$ cat config.mk
export PLATFORM = sky130hd
export DESIGN_NAME = bus_ctrl
export DESIGN_NICKNAME = d
export VERILOG_FILES = /design/src/rtl/bus_msg_pkg.sv /design/src/rtl/bus_timing_pkg.sv /design/src/rtl/bus_ctrl.sv
export SDC_FILE = /design/constraint.sdc
export NUM_CORES = 1
export LEC_CHECK = 0
export ABC_AREA = 1
export ABC_CLOCK_PERIOD_IN_PS = 1700
export BUFFER_PORTS_ARGS = -buffer_cell sky130_fd_sc_hd__buf_2
export CORE_ASPECT_RATIO = 1.1
export CORE_UTILIZATION = 35
export CTS_BUF_LIST = sky130_fd_sc_hd__clkbuf_8
export DETAILED_ROUTE_END_ITERATION = 10
export PLACE_DENSITY_LB_ADDON = 0.25
export REMOVE_ABC_BUFFERS = 1
export SKIP_LAST_GASP = 1
export SLEW_MARGIN = 20
export SYNTH_ARGS = -nofsm -noshare
export SYNTH_HDL_FRONTEND = slang
export SYNTH_SLANG_ARGS = --single-unit
$ cat constraint.sdc
create_clock -name CLK -period 1.7 [get_ports CLK]
set_clock_uncertainty 0.1 [all_clocks]
set_input_delay 0.17 -clock CLK [delete_from_list [all_inputs] [get_ports CLK]]
set_output_delay 0.17 -clock CLK [all_outputs]
set_load 0.01 [all_outputs]
$ cat src/rtl/bus_msg_pkg.sv
package bus_msg_pkg;

	// Data bits per frame, sent MSB first
	localparam int MSG_BITS = 8;

	typedef logic [MSG_BITS-1:0] msg_byte_t;

	// Index of the data bit within a frame
	typedef logic [$clog2(MSG_BITS)-1:0] bit_cnt_t;

endpackage

$ cat src/rtl/bus_timing_pkg.sv
package bus_timing_pkg;

	// CLK cycles per bus clock half-period
	localparam int HALF_CYCLES = 2;

	// CLK cycles from request detection to the first bus clock fall
	localparam int START_CYCLES = 12;

	typedef logic [$clog2(START_CYCLES + 1)-1:0] start_cnt_t;
	typedef logic [$clog2(HALF_CYCLES + 1)-1:0] half_cnt_t;

	// Frame phases, also followed by every node
	typedef enum logic [2:0] {
		CTRL_IDLE,
		CTRL_WAIT_START,
		CTRL_ARB,
		CTRL_DATA,
		CTRL_EOM,
		CTRL_ACK,
		CTRL_BACK_IDLE
	} ctrl_state_t;

endpackage

$ cat src/rtl/bus_ctrl.sv
`timescale 1ns/1ps

module bus_ctrl (
	input  logic CLK,
	input  logic RESET,
	input  logic din,
	output logic dout,
	output logic bus_clk
);

	bus_timing_pkg::ctrl_state_t state;
	bus_timing_pkg::ctrl_state_t next_state;
	bus_timing_pkg::start_cnt_t start_cnt;
	bus_timing_pkg::start_cnt_t next_start_cnt;
	bus_timing_pkg::half_cnt_t half_cnt;
	bus_timing_pkg::half_cnt_t next_half_cnt;
	bus_msg_pkg::bit_cnt_t bit_cnt;
	bus_msg_pkg::bit_cnt_t next_bit_cnt;
	logic next_bus_clk;
	logic hold;
	logic next_hold;
	logic level;
	logic next_level;
	logic half_done;
	logic last_bit;

	// Ring passes through unless holding own level
	assign dout = hold ? level : din;

	assign half_done = (half_cnt == bus_timing_pkg::half_cnt_t'(bus_timing_pkg::HALF_CYCLES - 1));
	assign last_bit = (bit_cnt == bus_msg_pkg::bit_cnt_t'(bus_msg_pkg::MSG_BITS - 1));

	always_ff @(posedge CLK or negedge RESET)
	begin
		if (!RESET)
		begin
			state <= bus_timing_pkg::CTRL_IDLE;
			start_cnt <= bus_timing_pkg::start_cnt_t'(bus_timing_pkg::START_CYCLES - 1);
			half_cnt <= '0;
			bit_cnt <= '0;
			bus_clk <= 1'b1;
			hold <= 1'b1;
			level <= 1'b1;
		end
		else
		begin
			state <= next_state;
			start_cnt <= next_start_cnt;
			half_cnt <= next_half_cnt;
			bit_cnt <= next_bit_cnt;
			bus_clk <= next_bus_clk;
			hold <= next_hold;
			level <= next_level;
		end
	end

	always_comb
	begin
		next_state = state;
		next_start_cnt = start_cnt;
		next_half_cnt = half_cnt;
		next_bit_cnt = bit_cnt;
		next_bus_clk = bus_clk;
		next_hold = hold;
		next_level = level;

		case (state)
			bus_timing_pkg::CTRL_IDLE:
			begin
				next_start_cnt = bus_timing_pkg::start_cnt_t'(bus_timing_pkg::START_CYCLES - 1);
				next_half_cnt = '0;
				// Some node pulled the ring low
				if (!din)
					next_state = bus_timing_pkg::CTRL_WAIT_START;
			end

			bus_timing_pkg::CTRL_WAIT_START:
			begin
				if (start_cnt != '0)
					next_start_cnt = start_cnt - 1'b1;
				else
				begin
					next_state = bus_timing_pkg::CTRL_ARB;
					next_bus_clk = 1'b0;
				end
			end

			default:
			begin
				if (!half_done)
					next_half_cnt = half_cnt + 1'b1;
				else
				begin
					next_half_cnt = '0;
					if (!bus_clk)
					begin
						next_bus_clk = 1'b1;
						// Ack sampled here and held through the high half
						if (state == bus_timing_pkg::CTRL_ACK)
							next_level = din;
					end
					else
					begin
						// End of a bus period
						next_bus_clk = 1'b0;
						case (state)
							bus_timing_pkg::CTRL_ARB:
							begin
								next_state = bus_timing_pkg::CTRL_DATA;
								next_bit_cnt = '0;
								next_hold = 1'b0;
							end

							bus_timing_pkg::CTRL_DATA:
							begin
								if (last_bit)
								begin
									next_state = bus_timing_pkg::CTRL_EOM;
									next_hold = 1'b1;
									next_level = 1'b1;
								end
								else
									next_bit_cnt = bit_cnt + 1'b1;
							end

							bus_timing_pkg::CTRL_EOM:
							begin
								next_state = bus_timing_pkg::CTRL_ACK;
							end

							bus_timing_pkg::CTRL_ACK:
							begin
								next_state = bus_timing_pkg::CTRL_BACK_IDLE;
								next_level = 1'b1;
							end

							bus_timing_pkg::CTRL_BACK_IDLE:
							begin
								// Back to idle with the bus clock high
								next_state = bus_timing_pkg::CTRL_IDLE;
								next_bus_clk = 1'b1;
							end

							default:
							begin
								next_state = bus_timing_pkg::CTRL_IDLE;
								next_bus_clk = 1'b1;
							end
						endcase
					end
				end
			end
		endcase
	end

endmodule

## After elaboration in Yosys (flattened, before gate mapping)

Index checks and enable logic that the tools add are counted.

| cells by class | value |
|---|---|
| $add $sub $neg | 3 |
| multipliers | 0 |
| div/mod/pow operators | 0 |
| order comparisons | 0 |
| equal/unequal tests | 14 |
| shift-type cells | 0 |
| muxes and demuxes | 24 |
| bitwise gates (word level) | 2 |
| reductions and logical operators | 17 |

Operators by type and width:

| operator | count |
|---|---|
| 5-bit AND reduction | 4 |
| 3-bit 2-to-1 mux | 6 |
| 3-bit one-hot mux with 2 select lines | 2 |
| 3-bit one-hot mux with 4 select lines | 1 |
| 2-bit != test (second input constant) | 5 |
| 2-bit nonzero test | 5 |
| 3-bit == test (second input constant) | 3 |
| 1-bit 2-to-1 mux | 8 |
| 4-bit one-hot mux with 2 select lines | 1 |
| 3-bit by 2-bit == test with 1-bit output (second input constant) | 2 |
| 1-bit one-hot mux with 2 select lines | 3 |
| 3-bit nonzero test | 2 |
| 4-bit 2-to-1 mux | 1 |
| 4-bit by 2-bit != test with 1-bit output (second input constant) | 1 |
| 2-bit one-hot mux with 2 select lines | 1 |
| 4-bit nonzero test | 1 |
| 4-bit OR reduction | 1 |
| 4-bit by 1-bit subtractor with 4-bit output (second input constant) | 1 |
| 3-bit by 1-bit adder with 3-bit output (second input constant) | 1 |
| 3-bit by 1-bit == test with 1-bit output (second input constant) | 1 |
| 3-bit zero test | 1 |
| 3-bit != test (second input constant) | 1 |
| 3-bit AND reduction | 1 |
| 2-bit by 1-bit adder with 2-bit output (second input constant) | 1 |
| 5 further kinds | 6 |

| storage, ports and cells | value |
|---|---|
| bits in registers | 15 |
| bits in latches | 0 |
| memory bits (writable) | 0 |
| ROM bits | 0 |
| input bits | 3 |
| output and inout bits | 2 |
| logic and storage cells | 67 |
| memories | 0 |

## Logic depth before layout (Yosys ltp)

| depth | value |
|---|---|
| word-level depth | 6 |
| mapped depth | 9 |
| mapped depth without buffers | 9 |

## Worst setup path before layout

No wires, ideal clock.

| timing | value |
|---|---|
| path kind | register to register |
| from | reg state[1] |
| to | reg level |
| library setup time | 79 ps |
| arrival time | 1265 ps |
| required time | 1521 ps |
| path slack | 256 ps |
| stages on the path, launching flop included | 8 |
| path buffers | 0 |
| period minus slack after synthesis | 1444 ps |
| cells stage by stage | dfrtp_1 -> inv_1 -> ha_1 -> inv_1 -> nand3_1 -> nor2_1 -> nand3_1 -> o21ai_0 |

| between the ends | value |
|---|---|
| word-level cells in the longest chain between the ends | 4 |
| elaborated cells between the ends (all ways) | 12 |
| those cells by class | 4 x eq/ne; 2 x mux; 1 x bitwise; 5 x reduce/logical |

Ends and longest elaborated chain:

| item | line | RTL |
|---|---|---|
| start, declared | bus_ctrl.sv:11 | `bus_timing_pkg::ctrl_state_t state;` |
| start signal, assigned | bus_ctrl.sv:37 | `state <= bus_timing_pkg::CTRL_IDLE;` |
| start signal, assigned | bus_ctrl.sv:47 | `state <= next_state;` |
| 3-bit by 1-bit == test with 1-bit output or 3-bit zero test (tied branches) | bus_ctrl.sv:67 | `case (state)` |
| 2-bit OR reduction (no source line) | - |  |
| 1-bit inverter (no source line) | - |  |
| 5-bit AND reduction (no source line) | - |  |
| end signal, assigned | bus_ctrl.sv:53 | `level <= next_level;` |
| end, declared | bus_ctrl.sv:22 | `logic level;` |

Parallel ways exist; a longest one is shown, timed or not.
A chain may end at the register's enable or synchronous reset.

## Worst setup path after layout

| timing | value |
|---|---|
| from | reg state[2] |
| to | reg state[0] |

| between the ends | value |
|---|---|
| word-level cells in the longest chain between the ends | 5 |
| elaborated cells between the ends (all ways) | 16 |
| those cells by class | 8 x eq/ne; 4 x mux; 4 x reduce/logical |

Ends and longest elaborated chain:

| item | line | RTL |
|---|---|---|
| 3-bit == test or 3-bit by 2-bit == test with 1-bit output (tied branches) | bus_ctrl.sv:106 | `case (state)` |
| 3-bit one-hot mux with 4 select lines | bus_ctrl.sv:106 |  |
| 3-bit 2-to-1 mux | bus_ctrl.sv:95 | `if (!bus_clk)` |
| 3-bit 2-to-1 mux | bus_ctrl.sv:90 | `if (!half_done)` |
| 3-bit one-hot mux with 2 select lines | bus_ctrl.sv:67 |  |

Parallel ways exist; a longest one is shown, timed or not. The select of a mux whose other input is x is not followed.

==> summary.txt <==
Worst setup path
  • Crit-path cells: inv_2 > ha_1 > inv_1 > nand2_1 > nor2_1 > nand3_1 > nand2_1 > nand3_1 > nand2_1
  • Worst path top cell family by delay: simple AND/OR/NAND/NOR gates
  • Startpoint types: flop
  • Most used cell, CP: nand2_1
  • CP endpoint kind: flop
  • Slowest CP cell: dfrtp_2
  • Crit path largest cell delay: approximately 0.44 ns
  • Crit Path Class: flop to flop
  • Buf/Inv on CP: 2
  • Critical Path Fanout Max: 8
  • Arrival @ worst endpoint: 1.64 ns
  • Req. time, crit path: approximately 1.8 ns

Logic synthesis
  • Syn Std Cell Area: just under 0.001 mm²
  • Synth top area share: 23.3%
  • Yosys reg bits: 15
  • Register area share after synthesis: 39.6%
  • Yosys top cell by area: dfrtp_1
  • Synth Area per Inst: ~7.3 µm²
  • Mapped Cells: 133
  • Netlist cell types: 18
  • Yosys warning count: 0
  • Top area cells in the synthesized netlist: dfrtp_1, nand2_1, dfstp_2

Timing
  • Slew Limit Fails: 0
  • Final hold vios: 0
  • Minimum clock period after layout: 1.55 ns
  • Setup ws final: approximately 0.15 ns
  • Fmax: 647 MHz
  • Period utilisation layout: between 90 and 100%
  • Setup_tns: 0 ns
  • Worst slew pin tran: 0.342 ns
  • Unrepaired setup endpoints after global routing: true
  • Slew headroom: 77.2%
  • # setup viols final: 0

Die
  • Initial Utilization: 37.7%
  • Die footprint: 0.00298 mm²
  • Core Rows: 19
  • Num ports: 5
  • Die height: 57.1 µm
  • Floorplan die width: 52.1 µm
  • Core area: about 0.0026 mm²

Clock tree
  • TritonCTS Buffers: 3
  • Clk sinks: 15
  • Skew-Pair Late Insertion Delay: 0.25 ns
  • CTS tree: done
  • Number of post-CTS setup repair buffers: 0
  • Root buffer cell: clkbuf_8
  • Max Root-Sink Buffers: 2
  • # H-tree levels: 1
  • Clk slew on worst S/H paths: 0.06 ns

Placed design
  • Routability cong.: 0.843
  • Number of I/O port buffers: 4
  • Placed cells: 168
  • Dpl ws: approximately 0.063 ns
  • HPWL Detailed: 1.41 mm
  • Dpl cell area: 0.00103 mm²

Power and ir drop
  • Max VDD drop: roughly 0.76 mV
  • Leakage: roughly 0.57 nW
  • Pwr per Cell Area: roughly 1500 mW/mm²

Route
  • DRT Wirelength: 1.83 mm
  • Detailed-route DRC error count: 0
  • Post-route ant nets: 0
  • DR vias/cell: between 4 and 5
  • DR WL/cell: 10.5 µm
  • Initial drt markers: 13
  • 1st-pass router iterations: 4
  • Via count: 814

Layout
  • Non-Filler Instances: between 150 and 200
  • Seq. cell area: 384 µm²
  • P&R area growth vs syn: 12.2%
  • Share of layout cells above drive strength 1: 18.3%
  • Area occupied by multi-input gates: 523 µm²
  • Antenna fix cells: 0
  • Final #Nets: 153
  • Final core occ: about 42%
  • Design area: approximately 0.0011 mm²
  • Fillers: 266

Global route
  • Largest net degree at the start of global routing: 16
  • First-pass GRT wire length: 3.17 mm
  • Initial antenna violation count: 0
  • Vias in the first global route: between 700 and 800
  • GR Util All Layers: 14.5%
  • Total grt overflow: 0

Flow run
  • Max-cap violations: 0

Hold path
  • HP Class: input port to flop

Outcome
  • Outcome: completed
flip-flops by register name, summed over array words and instances (netlist names):
name / count
state: 3
bit_cnt: 3
hold: 1
half_cnt: 2
start_cnt: 4
bus_clk: 1
level: 1
timing repair:
action | 4_1_cts | 5_1_grt
endpoints found under the setup margin | 0 | 7
gates resized for setup | 0 | 2
hold endpoints to repair | 9 | 0
hold buffers | 1 | 0
worst paths after layout:
kind | depth (start not counted) | slack [ns] | from | to
min | 3 | 0.09 | din | level
min in group asynchronous | 2 | 0.26 | RESET | start_cnt[2]
max in group asynchronous | 2 | 0.94 | RESET | hold
max | 9 | 0.15 | state[2] | state[0]
max reg2reg | 9 | 0.15 | state[2] | state[0]
min reg2reg | 2 | 0.38 | bit_cnt[1] | bit_cnt[1]
synth_stat cells:
library cell and count:
nand2_1 44, nand3_1 16, nor2_1 15, inv_1 13, dfrtp_1 9, ha_1 7, dfstp_2 6, a21oi_1 4
o21ai_0 4, nor2_2 3, a22oi_1 2, inv_2 2, nand2_2 2, nor2_4 2, buf_4 1, nand3_2 1
nand3b_1 1, o21ai_1 1
layer usage:
layer  GRT usage (%)  vias up  wire length [µm]  share of wire (%)
li1                -      441                 -                  -
met5               0        -                 0                  0
met3            5.87        2                70                3.8
met2            23.4        6               812                 44
met1            17.9      365               934                 51
met4            3.47        0                 8               0.44
where the power goes:
group	switching (mW)	internal [mW]	total, mW
logic	0.460	0.248	0.707
registers	0.101	0.483	0.584
clock network	0.129	0.160	0.289
total	0.690	0.890	1.58
metrics by stage:
step	total power, mW	hold WS, ns
3_5_place_dp	1.30	-0.00148
3_3_place_gp	1.28	-0.00397
2_1_floorplan	1.12	-0.226
5_1_grt	1.74	0.123
6_report	1.58	0.0907
4_1_cts	1.59	0.0972
cell families after synthesis:
logic type	synth area share, %
fa+ha+maj	9.06
flops	39.6
compound gates	6.21
buf+inv	6.60
simple gates	38.6
cell usage in the layout, fill, tap and decap left out:
cell type / count
a21oi_1: 4
a22oi_1: 2
buf_2: 4
buf_4: 1
clkbuf_8: 3
dfrtp_1: 8
dfrtp_2: 1
dfstp_2: 6
dlygate4sd3_1: 1
ha_1: 7
inv_1: 14
inv_2: 2
nand2_1: 44
nand2_2: 2
nand3_1: 16
nand3_2: 1
nand3b_1: 1
nor2_1: 14
nor2_2: 4
nor2_4: 2
o21ai_0: 4
o21ai_1: 1
cell type report:
| class | instances | area share [%] |
|---|---|---|
| Clock inverter | 1 | 0.346 |
| Multi-Input combinational cell | 102 | 48.2 |
| Tap cell | 31 | 3.58 |
| Clock buffer | 3 | 3.81 |
| Timing Repair Buffer | 6 | 3.46 |
| Inverter | 15 | 5.19 |
| Sequential cell | 15 | 35.4 |
tightest hold or removal path, delay by kind of cell:
kind	cells	cell delay, ns
buffers and inverters	1	0.11
AOI/OAI and AO/OA	1	0.09
and+or+nand+nor	1	0.07
Power figures use the tool's default switching activity.
