==> src/rtl/bus_msg_pkg.sv <==
package bus_msg_pkg;

	// Data bits per frame, sent MSB first
	localparam int MSG_BITS = 8;

	typedef logic [MSG_BITS-1:0] msg_byte_t;

	// Index of the data bit within a frame
	typedef logic [$clog2(MSG_BITS)-1:0] bit_cnt_t;

endpackage

==> src/rtl/bus_timing_pkg.sv <==
package bus_timing_pkg;

	// CLK cycles per bus clock half-period
	localparam int HALF_CYCLES = 2;

	// CLK cycles from request detection to the first bus clock fall
	localparam int START_CYCLES = 12;

	typedef logic [$clog2(START_CYCLES + 1)-1:0] start_cnt_t;
	typedef logic [$clog2(HALF_CYCLES + 1)-1:0] half_cnt_t;

	// Frame phases, also followed by every node
	typedef enum logic [2:0] {
		CTRL_IDLE,
		CTRL_WAIT_START,
		CTRL_ARB,
		CTRL_DATA,
		CTRL_EOM,
		CTRL_ACK,
		CTRL_BACK_IDLE
	} ctrl_state_t;

endpackage

==> src/rtl/bus_node.sv <==
`timescale 1ns/1ps

module bus_node (
	input  logic                   CLK,
	input  logic                   RESET,
	input  logic                   bus_clk,
	input  logic                   din,
	output logic                   dout,
	input  bus_msg_pkg::msg_byte_t tx_data,
	input  logic                   tx_valid,
	output logic                   tx_ready,
	output bus_msg_pkg::msg_byte_t rx_data,
	output logic                   rx_valid,
	input  logic                   rx_ready
);

	bus_timing_pkg::ctrl_state_t phase;
	bus_msg_pkg::bit_cnt_t bit_cnt;
	bus_msg_pkg::msg_byte_t shift_q;
	logic clk_q;
	logic fall;
	logic rise;
	logic last_bit;
	logic shift_out;
	logic req;
	logic sender;
	logic drv;
	logic ack_drv;

	assign fall = clk_q & ~bus_clk;
	assign rise = ~clk_q & bus_clk;
	assign last_bit = (bit_cnt == bus_msg_pkg::bit_cnt_t'(bus_msg_pkg::MSG_BITS - 1));
	assign shift_out = (phase == bus_timing_pkg::CTRL_ARB) ||
		((phase == bus_timing_pkg::CTRL_DATA) && !last_bit);

	// Forward unless requesting, sending or acking
	assign dout = req ? 1'b0 : (sender ? drv : (ack_drv ? 1'b0 : din));

	always_ff @(posedge CLK or negedge RESET)
	begin
		if (!RESET)
		begin
			clk_q <= 1'b1;
			phase <= bus_timing_pkg::CTRL_IDLE;
			bit_cnt <= '0;
			req <= 1'b0;
			sender <= 1'b0;
			drv <= 1'b1;
			ack_drv <= 1'b0;
			tx_ready <= 1'b0;
			rx_valid <= 1'b0;
		end
		else
		begin
			clk_q <= bus_clk;
			tx_ready <= 1'b0;
			if (rx_valid && rx_ready)
				rx_valid <= 1'b0;

			case (phase)
				bus_timing_pkg::CTRL_IDLE:
				begin
					if (fall)
						phase <= bus_timing_pkg::CTRL_ARB;
					else
						req <= tx_valid;
				end

				bus_timing_pkg::CTRL_ARB:
				begin
					// High din means no requester upstream
					if (rise)
					begin
						sender <= req & din;
						req <= 1'b0;
					end
					else if (fall)
					begin
						phase <= bus_timing_pkg::CTRL_DATA;
						bit_cnt <= '0;
						drv <= shift_q[bus_msg_pkg::MSG_BITS-1];
					end
				end

				bus_timing_pkg::CTRL_DATA:
				begin
					if (fall)
					begin
						if (last_bit)
						begin
							phase <= bus_timing_pkg::CTRL_EOM;
							drv <= 1'b1;
						end
						else
						begin
							bit_cnt <= bit_cnt + 1'b1;
							drv <= shift_q[bus_msg_pkg::MSG_BITS-1];
						end
					end
				end

				bus_timing_pkg::CTRL_EOM:
				begin
					if (fall)
					begin
						phase <= bus_timing_pkg::CTRL_ACK;
						ack_drv <= !sender && !rx_valid;
					end
				end

				bus_timing_pkg::CTRL_ACK:
				begin
					if (rise)
					begin
						// Low ring here means the byte was taken
						if (sender && !din)
							tx_ready <= 1'b1;
						if (ack_drv)
							rx_valid <= 1'b1;
					end
					else if (fall)
					begin
						phase <= bus_timing_pkg::CTRL_BACK_IDLE;
						sender <= 1'b0;
						ack_drv <= 1'b0;
					end
				end

				default:
				begin
					if (rise)
						phase <= bus_timing_pkg::CTRL_IDLE;
				end
			endcase
		end
	end

	// Sender shifts out, receivers shift in
	always_ff @(posedge CLK)
	begin
		if ((phase == bus_timing_pkg::CTRL_ARB) && rise && req && din)
			shift_q <= tx_data;
		else if (sender && fall && shift_out)
			shift_q <= shift_q << 1;
		else if (!sender && rise && (phase == bus_timing_pkg::CTRL_DATA))
			shift_q <= {shift_q[bus_msg_pkg::MSG_BITS-2:0], din};

		if ((phase == bus_timing_pkg::CTRL_ACK) && rise && ack_drv)
			rx_data <= shift_q;
	end

endmodule

==> config.mk <==
export PLATFORM = sky130hd
export DESIGN_NAME = bus_node
export DESIGN_NICKNAME = d
export VERILOG_FILES = /design/src/rtl/bus_msg_pkg.sv /design/src/rtl/bus_timing_pkg.sv /design/src/rtl/bus_node.sv
export SDC_FILE = /design/constraint.sdc
export NUM_CORES = 1
export LEC_CHECK = 0
export BUFFER_PORTS_ARGS = -buffer_cell sky130_fd_sc_hd__buf_2
export CAP_MARGIN = 40
export CORE_ASPECT_RATIO = 0.7
export CORE_MARGIN = 2
export CORE_UTILIZATION = 50
export CTS_CLUSTER_DIAMETER = 120
export DETAILED_ROUTE_END_ITERATION = 8
export GPL_TIMING_DRIVEN = 0
export PLACE_DENSITY = 0.73
export SETUP_SLACK_MARGIN = 0.5
export SLEW_MARGIN = 20
export SYNTH_ARGS = -nofsm -noshare
export SYNTH_HDL_FRONTEND = slang
export SYNTH_SLANG_ARGS = --single-unit
==> constraint.sdc <==
create_clock -name CLK -period 4.6 [get_ports CLK]
set_input_delay 0.69 -clock CLK [delete_from_list [all_inputs] [get_ports CLK]]
set_output_delay 0.69 -clock CLK [all_outputs]
set_load 0.005 [all_outputs]
; ---- Word level (Yosys, flattened, before mapping)
; Cells that the tools add are included.
[op_classes]
n_addsub = 1
n_eq_ne = 16
n_mux = 42
n_bitwise = 5
reduce_logical = 31
[ops]
columns = cell, count
row1 = two-way mux 3 bit, 13
row2 = two-way mux 8 bit, 3
row3 = "inequality test 2 bit, second input constant", 11
row4 = two-way mux 1 bit, 20
row5 = one-hot mux 3 bit (5 select lines), 1
row6 = logical AND 1 bit, 13
row7 = AND reduction 4 bit, 3
row8 = "equality test 3 bit, second input constant", 3
row9 = AND reduction 9 bit, 1
row10 = one-hot mux 1 bit (2 select lines), 4
row11 = nonzero test 2 bit, 4
row12 = "equality test 3 x 2 -> 1 bit, second input constant", 2
row13 = one-hot mux 3 bit (2 select lines), 1
row14 = nonzero test 6 bit, 1
row15 = AND reduction 5 bit, 1
row16 = logical NOT 1 bit, 4
row17 = "adder 3 x 1 -> 3 bit, second input constant", 1
row18 = AND 1 bit, 3
row19 = logical NOT 3 bit, 1
row20 = AND reduction 3 bit, 1
row21 = nonzero test 3 bit, 1
row22 = NOT 1 bit, 2
row23 = logical OR 1 bit, 1
[word_totals]
register_bits = 29
inputBits = 14
output_inout_bits = 11
elab_cells = 106

; ---- Depth between registers and ports, before layout
; Gate-level depths: netlist (run 1).
[logic_depth]
depth_word = 7
mapped_depth = 6
ltp_nobuf = 6

; ---- Least setup slack after synthesis (run 1)
; No wires, ideal clock.
[synth_timing]
path_kind = input port to flip-flop
start = in bus_clk
end = reg shift_q[0], enable pin
setup_ns = 0.337
t_arrival_ns = 1.551
required_ns = 4.263
setup_slack_ns = 2.712
path_stages = 5
path_buffers = 1
path_cell_list = and2b_1 -> nand4_1 -> or2_1 -> buf_6 -> nand3_1
[synth_via]
elab_chain_cells = 5
word_cells_on_any_way = 11
cone_classes = 3 x bitwise / 8 x reduce/logical
[synth_lines]
columns = element, line_no
row1 = "start, declared", bus_node.sv:6  ; input logic bus_clk,
row2 = AND 1 bit or NOT 1 bit (tied branches), "bus_node.sv:31, bus_node.sv:30"
row3 = logical AND 1 bit or AND 1 bit (tied branches), "bus_node.sv:141, bus_node.sv:30"
row4 = logical AND 1 bit (on tied branches) (2 in a row), "bus_node.sv:141, bus_node.sv:143"
row5 = nonzero test 3 bit (no line) *, -
row6 = "end signal, assigned", bus_node.sv:142  ; shift_q <= tx_data;
row7 = "end signal, assigned", bus_node.sv:144  ; shift_q <= shift_q << 1;
row8 = "end signal, assigned", bus_node.sv:146  ; shift_q <= {shift_q[bus_msg_pkg::MSG_BITS-2:0], din};
row9 = "end, declared", bus_node.sv:19  ; bus_msg_pkg::msg_byte_t shift_q;
; Mark *: on every way between the ends. The rest lies on a longest branch, timed or not.
; A chain may end at the register's enable or synchronous reset.

; ---- Worst setup path after layout (run 1)
; Ends and elaborated chain as after synthesis.

==> results of run 1 <==
power groups by stage:
stage          clock network [mW]  logic (mW)  registers [mW]
6_report                    0.196       0.162           0.356
5_1_grt                     0.210       0.182           0.361
4_1_cts                     0.200       0.161           0.353
3_5_place_dp                    0       0.160           0.357
3_3_place_gp                    0       0.152           0.355
2_1_floorplan                   0       0.123           0.347
routing by layer:
| metal | GRT usage | wire (um) |
|---|---|---|
| met5 | 0 | 0 |
| met1 | 0.241 | 1250 |
| met3 | 0.0743 | 109 |
| met2 | 0.302 | 1200 |
| met4 | 0.0875 | 31 |
metrics by stage:
stage	cells	hold slack, ns
final	176	0.290
after detailed placement	168	0.436
after CTS	176	0.292
after global routing	176	0.303
after floorplan	110	0.394
after global placement	168	0.430
critical path: stages:
cell and delay (ns):
buf_2 0.16, and2b_1 0.25, nand4_1 0.14, or2_1 0.26, buf_6 0.16, nand3_1 0.32
cells in the mapped netlist:
master	count
buf_2	2
o21ai_0	5
nand3_1	6
dfstp_2	2
nand4b_1	1
inv_1	5
nor3b_1	2
nand4_1	2
nor2b_1	2
a21boi_0	1
nor3_1	2
clkbuf_1	2
a21oi_1	7
mux2_4	7
edfxtp_1	16
a31oi_1	3
and2b_1	2
buf_6	1
or2_1	1
nor2_1	7
nand2_1	14
o211ai_1	1
o32ai_1	1
o41ai_1	1
ha_1	2
a21o_1	2
o22ai_1	2
dfrtp_1	11
final timing paths:
path                                    to  slack, ns       start  cells past startpoint
max in group asynchronous              drv       4.02       RESET                      1
worst min register to register  rx_data[0]       0.45  shift_q[0]                      0
worst min-delay path              phase[1]       0.29       RESET                      1
min in group CLK                rx_data[0]       0.45  shift_q[0]                      0
worst max-delay path            shift_q[0]       2.54     bus_clk                      6
worst max register to register  rx_data[7]       2.58    phase[1]                      4
registers in the layout (all words and copies together) (netlist names):
name,cells
rx_data,8
shift_q,8
bit_cnt,3
phase,3
ack_drv,1
clk_q,1
drv,1
req,1
rx_valid,1
sender,1
tx_ready,1
logic make-up (layout without fill, tap and decap cells):
family | Yosys count | in the layout | synth area share
buf+inv | 10 | 42 | 0.0362
mux | 7 | 7 | 0.0800
simple gates | 39 | 39 | 0.144
fa+ha+maj | 2 | 2 | 0.0190
compound gates | 23 | 23 | 0.106
flops | 29 | 29 | 0.615
area by class of cell:
type                    instances  area (um2)
fillers                       198         921
flip-flops and latches         29         808
multi-input cells              71         458
repair buffers                 24         120
clock buffers                   7        76.3
well taps                      34        42.5
plain buffers                   5        28.8
inverters                       5        18.8
clock inverters                 1        3.75
==> reports/summary.txt, run 1 <==
fmax: 0.486 GHz
Cells after Synth: 110
Root Buffer: clkbuf_8
Mapped Area: 1310 um2
largest cells by area after synthesis: edfxtp_1 37%, dfrtp_1 21%, mux2_4 8.0%, dfstp_2 4.0%, nand2_1 4.0%
Congestion Overflow GR: 0
Max FO, Critical Path: 9
CTS Buf Count: 5
average size of a mapped cell: 11.9 um2
Rows: 15
CTS H-tree depth: 2
Critical Path Start Type: primary input
Seq/Total Area, Yosys: 0.615
Worst slew margin: 0.552
largest area contributor in the netlist: edfxtp_1
minimum clock period: 2.06 ns
vias in the first global route: 878
final setup margin: 2.54 ns
CP Class: primary input to register
total number of vias: 935
Power, Total: 0.714 mW
Pleak: 0.686 nW
# setup viols final: 0
pre-CTS WS: 2.29 ns
gpl congestion: 0.833
CTS clk-pin slew, worst paths: 0.06 ns
count of different cell masters after synthesis: 28
Post-CTS Hold Buffers: 0
Die Ht: 46.9 um
Hold Fails Final Rpt: 0
Gate power share: 0.227
drt drc: 0
Worst Hold Class: primary input to asynchronous set/reset pin
setup TNS: 0 ns
Area after DPL: 1480 um2
largest net degree at the start of global routing: 14
Net Switching: 0.218 mW
NumNets Final: 157
first-pass GRT wire length: 4060 um
worst-skew pair later-pin latency: 0.28 ns
Power Dens Cells: 459 nW/um2
port bufs: 24
Final Cell Area: 1560 um2
Slew Viols, Final: 0
IO Pins: 25
final WL: 2590 um
Crit path arrival time: 1.99 ns
starting density of the core: 0.530
CTS Sinks: 29
Critical Path RT: 4.53 ns
layout cells sized above 1: 0.289
DR pass1 iterations: 4
most common cell after layout, fill and taps aside: buf_2
maximum VDD drop: 231 uV
die footprint: 3060 um2
Finished Core Util: 0.628
RSZ-0062 raised after global routing: false
Max-Cap Viols: 0
Yosys top cell area share: 0.366
initial antenna violation count: 0
Post-DP HPWL: 1840 um
CTS tree: done
P&R area growth vs syn: 18.5%
most frequent cells in the layout: 26 x buf_2, 16 x edfxtp_1, 14 x nand2_1
Tcrit/Tclk final: 0.448
clock share of power: 0.275
Yosys reg bits: 29
CORE AREA: 2480 um2
die width: 65.3 um
Clock Path Buffers: 2
gr usage total: 0.191
sw frac: 0.306
Ys Warns: 0
Reg power frac: 0.499
Detail Route Antenna Nets: 0
Post-CTS Setup Bufs: 0
drt initial violations: 40
DR vias/cell: 5.31
Wirelength per Cell: 14.7 um
Mapped Nets: 126
diode count: 0
measured slew at the worst slew-check pin: 0.669 ns
Pint: 0.496 mW
Worst Skew: 0.00372 ns
status: complete, no violations
CP endpoint kind: register
PostCTS Resize Cnt: 0
Power figures use the tool's default switching activity.
==> inputs of run 2 (changes only) <==
==> constraint.sdc (replaced) <==
create_clock -name CLK -period 1.9 [get_ports CLK]
set_input_delay 0.285 -clock CLK [delete_from_list [all_inputs] [get_ports CLK]]
set_output_delay 0.285 -clock CLK [all_outputs]
set_load 0.005 [all_outputs]
==> run 2 against run 1 <==
Against the previous run:
- clock power increased by 140%
- non-clock buffer count increased by 20
- sequential share of layout area decreased by 8.0 points
==> reports/summary.txt, run 2 (synthesized netlist as in run 1, its figures left out) <==
status: complete, no violations
fillers: 158
Wirelength per Cell: 16.1 um
most frequent cells in the layout: 24 x buf_2, 16 x buf_4, 16 x edfxtp_1
Critical Path RT: 1.93 ns
Hold Fails Final Rpt: 0
sum of buffers and inverters on the critical path: 1
Pleak: 0.812 nW
RSZ-0062 raised after global routing: true
critical-path cell list: and2b_2 -> nand4_1 -> or2_4 -> buf_6 -> mux2_4
DR vias/cell: 5.59
Root Buffer: clkbuf_8
Gate power share: 0.314
Worst Hold Class: primary input to register
gr usage total: 0.231
CORE AREA: 2480 um2
Post-DP HPWL: 1740 um
final setup margin: 0.204 ns
pre-CTS WS: 0.118 ns
die width: 65.3 um
drt initial violations: 61
fmax: 0.590 GHz
Max FO, Critical Path: 5
NumNets Final: 177
Reg power frac: 0.440
Power, Total: 1.95 mW
Critical Path Max Stage Delay: 0.53 ns
maximum VDD drop: 948 uV
gpl congestion: 0.798
total number of vias: 1095
vias in the first global route: 988
Crit path arrival time: 1.73 ns
CTS Buf Count: 5
CTS Sinks: 29
Pint: 1.32 mW
CP endpoint kind: register
CTS clk-pin slew, worst paths: 0.06 ns
port bufs: 24
diode count: 0
CTS H-tree depth: 2
# setup viols final: 0
Rows: 15
Critical Path Start Type: register
initial antenna violation count: 0
Critical-path top delay cell: dfstp_2
Die Ht: 46.9 um
worst-skew pair later-pin latency: 0.28 ns
Clock Path Buffers: 2
measured slew at the worst slew-check pin: 0.319 ns
most common cell after layout, fill and taps aside: buf_2
setup TNS: 0 ns
largest net degree at the start of global routing: 14
CTS tree: done
IO Pins: 25
CP Class: register to register
minimum clock period: 1.70 ns
Net Switching: 0.623 mW
first-pass GRT wire length: 4910 um
P&R area growth vs syn: 40.7%
Detail Route Antenna Nets: 0
drt drc: 0
die footprint: 3060 um2
DR pass1 iterations: 4
largest registers: rx_data (8), shift_q (8)
starting density of the core: 0.530
Crit path max-delay family: flip-flops
Worst Skew: 0.00552 ns
layout cells sized above 1: 0.506
Congestion Overflow GR: 0
sw frac: 0.320
Worst slew margin: 0.787
Max-Cap Viols: 0
Slew Viols, Final: 0
clock share of power: 0.245
Tcrit/Tclk final: 0.892
Power Dens Cells: 1050 nW/um2
final WL: 3160 um
run 2: repair_timing:
item	4_1_cts	5_1_grt
buffers inserted	13	5
cloned	1	0
hold endpoints to repair	11	0
resized for setup	29	6
setup endpoints to repair	28	34
pin swaps	8	8
hold buffers	1	0
run 2: per-stage QoR:
stage	utilization	cells	cell area (um2)	hold slack, ns
finish	0.746	196	1850	0.171
global route	0.746	196	1850	0.176
CTS	0.726	191	1800	0.155
detailed placement	0.603	168	1490	0.194
global placement	0.603	168	1490	0.191
floorplan	-	110	1330	-0.0106
run 2: power by group through the flow:
stage / Clock [mW] / Combinational (mW) / Sequential, mW
after floorplan: 0 / 0.304 / 0.841
after global placement: 0 / 0.376 / 0.860
after detailed placement: 0 / 0.389 / 0.867
after CTS: 0.490 / 0.569 / 0.852
after global routing: 0.508 / 0.661 / 0.868
final: 0.477 / 0.611 / 0.856
run 2: worst paths after layout:
check | from | to | slack (ns) | cells past startpoint
worst max register to register | clk_q | shift_q[1] | 0.20 | 5
worst min register to register | shift_q[3] | rx_data[3] | 0.45 | 0
worst max-delay path | clk_q | shift_q[1] | 0.20 | 5
max in group asynchronous | RESET | clk_q | 1.17 | 2
min in group asynchronous | RESET | bit_cnt[2] | 0.44 | 2
worst min-delay path | bus_clk | clk_q | 0.17 | 1
run 2: layout make-up:
class / instances / area [um2] / area share
plain buffers: 5 / 48.8 / 0.0264
clock buffers: 5 / 68.8 / 0.0372
clock inverters: 3 / 12.5 / 0.00677
inverters: 5 / 18.8 / 0.0102
multi-input cells: 71 / 557 / 0.301
flip-flops and latches: 29 / 812 / 0.439
well taps: 34 / 42.5 / 0.0230
repair buffers: 44 / 288 / 0.156
run 2: per-layer routing:
layer,wire length (um),global-route usage,up-vias
met3,240,0.0743,10
met1,1340,0.292,533
met4,55,0.104,0
li1,-,-,500
met5,0,0,-
met2,1520,0.376,52
==> inputs of run 3 (changes only) <==
--- a/config.mk
+++ b/config.mk
@@ -14,6 +14,7 @@
 export DETAILED_ROUTE_END_ITERATION = 8
 export GPL_TIMING_DRIVEN = 0
 export PLACE_DENSITY = 0.73
+export RECOVER_POWER = 50
 export SETUP_SLACK_MARGIN = 0.5
 export SLEW_MARGIN = 20
 export SYNTH_ARGS = -nofsm -noshare
==> run 3 against run 2 <==
Against the previous run:
- setup slack improved by 0.0012 ns
- count of clock-buffer cells in the layout stayed put
- final cell count unchanged
- clock skew rose by 0.0015 ns
- global-route usage unchanged
- first-iteration DRC count up 20%
- sequential share of layout area is 0.48 points higher
- via count shrank 0.82%
- critical path depth unchanged
- wire length is 0.89% higher
- critical endpoint unchanged
- register-to-register slack about the same
==> reports/summary.txt, run 3 (synthesized netlist as in run 1, its figures left out) <==
status: complete, no violations
worst-skew pair later-pin latency: 0.29 ns
Wirelength per Cell: 16.2 um
CTS clk-pin slew, worst paths: 0.06 ns
CTS H-tree depth: 2
setup TNS: 0 ns
CP endpoint kind: register
fmax: 0.590 GHz
CP Class: register to register
P&R area growth vs syn: 39.1%
final WL: 3180 um
CTS Sinks: 29
Pleak: 0.789 nW
diode count: 0
fin cells: 196
maximum VDD drop: 927 uV
Critical Path RT: 1.93 ns
Root Buffer: clkbuf_8
Finished Core Util: 0.738
drt initial violations: 73
Congestion Overflow GR: 0
Max FO, Critical Path: 5
first-pass GRT wire length: 4910 um
Critical Path Start Type: register
CTS Buf Count: 5
Die Ht: 46.9 um
Worst slew margin: 0.489
DR pass1 iterations: 4
Cells after DPL: 168
port bufs: 24
initial antenna violation count: 0
# setup viols final: 0
drt drc: 0
die footprint: 3060 um2
NumNets Final: 177
IO Pins: 25
Post-DP HPWL: 1740 um
starting density of the core: 0.530
Detail Route Antenna Nets: 0
Power, Total: 1.94 mW
most frequent cells in the layout: 16 x buf_4, 16 x buf_2, 16 x edfxtp_1
Hold Startpoint: rx_ready
die width: 65.3 um
Worst Skew: 0.00704 ns
Max-Cap Viols: 0
M3 GR Usage: 0.0743
met2 Use GR: 0.376
CTS tree: done
total number of vias: 1086
Setup crit start: clk_q
gpl congestion: 0.798
Crit path arrival time: 1.72 ns
gr usage total: 0.231
layout cells sized above 1: 0.444
fillers: 165
Power Dens Cells: 1060 nW/um2
measured slew at the worst slew-check pin: 0.766 ns
DR vias/cell: 5.54
Tcrit/Tclk final: 0.892
critical-path cell list: and2b_2 -> nand4_1 -> or2_4 -> buf_6 -> mux2_4
Clock Path Buffers: 2
minimum clock period: 1.69 ns
largest net degree at the start of global routing: 14
global-route layer with the greatest usage: met2
Critical-path top delay cell: dfstp_2
Worst R2R Start: clk_q
largest registers: rx_data (8), shift_q (8)
Slew Viols, Final: 0
CORE AREA: 2480 um2
Critical Path Max Stage Delay: 0.53 ns
RSZ-0062 raised after global routing: true
GR Util met1: 0.292
vias in the first global route: 988
Hold Fails Final Rpt: 0
Rows: 15
Worst Hold Class: primary input to register
run 3: power breakdown:
group	switching (mW)	internal (mW)
Combinational	0.314	0.292
Sequential	0.0732	0.784
Clock	0.230	0.245
Total	0.618	1.32
run 3: worst paths after layout:
path	end	slack (ns)	cells after the start
setup / recovery	shift_q[1]	0.21	5
hold / removal	rx_valid	0.18	2
setup reg to reg	shift_q[1]	0.21	5
hold reg to reg	rx_data[3]	0.45	0
max in group asynchronous	phase[0]	0.77	2
min in group asynchronous	bit_cnt[2]	0.60	2
run 3: through the flow:
step	worst slack, ns	cell area (um2)	hold WS, ns
after global routing	0.169	1830	0.186
after global placement	0.127	1490	0.191
final	0.206	1830	0.177
after detailed placement	0.118	1490	0.194
after floorplan	0.277	1330	-0.0106
after CTS	0.227	1800	0.155
run 3: area by class of cell:
type / instances / area (um2) / area share
repair buffers: 44 / 278 / 0.152
well taps: 34 / 42.5 / 0.0233
multi-input cells: 71 / 547 / 0.299
plain buffers: 5 / 48.8 / 0.0267
flip-flops and latches: 29 / 812 / 0.444
clock buffers: 5 / 68.8 / 0.0376
inverters: 5 / 18.8 / 0.0103
clock inverters: 3 / 12.5 / 0.00684
run 3: per-layer routing:
layer | vias up | routed length, um
met1 | 515 | 1330
met3 | 10 | 277
met2 | 60 | 1520
met4 | 0 | 58
met5 | - | 0
li1 | 501 | -
run 3: critical path, delay by kind of cell (launching register included):
family | cells | cell delay, ns
buffers and inverters | 1 | 0.13
DFF | 1 | 0.53
muxes | 1 | 0.30
and+or+nand+nor | 3 | 0.47
run 3: repair_timing:
| action | CTS | global route |
|---|---|---|
| pin swaps | 8 | 8 |
| setup buffers | 13 | 5 |
| gates resized for setup | 29 | 6 |
| hold endpoints to repair | 11 | 0 |
| hold buffers | 1 | 0 |
| gates cloned | 1 | 0 |
| endpoints found under the setup margin | 28 | 34 |
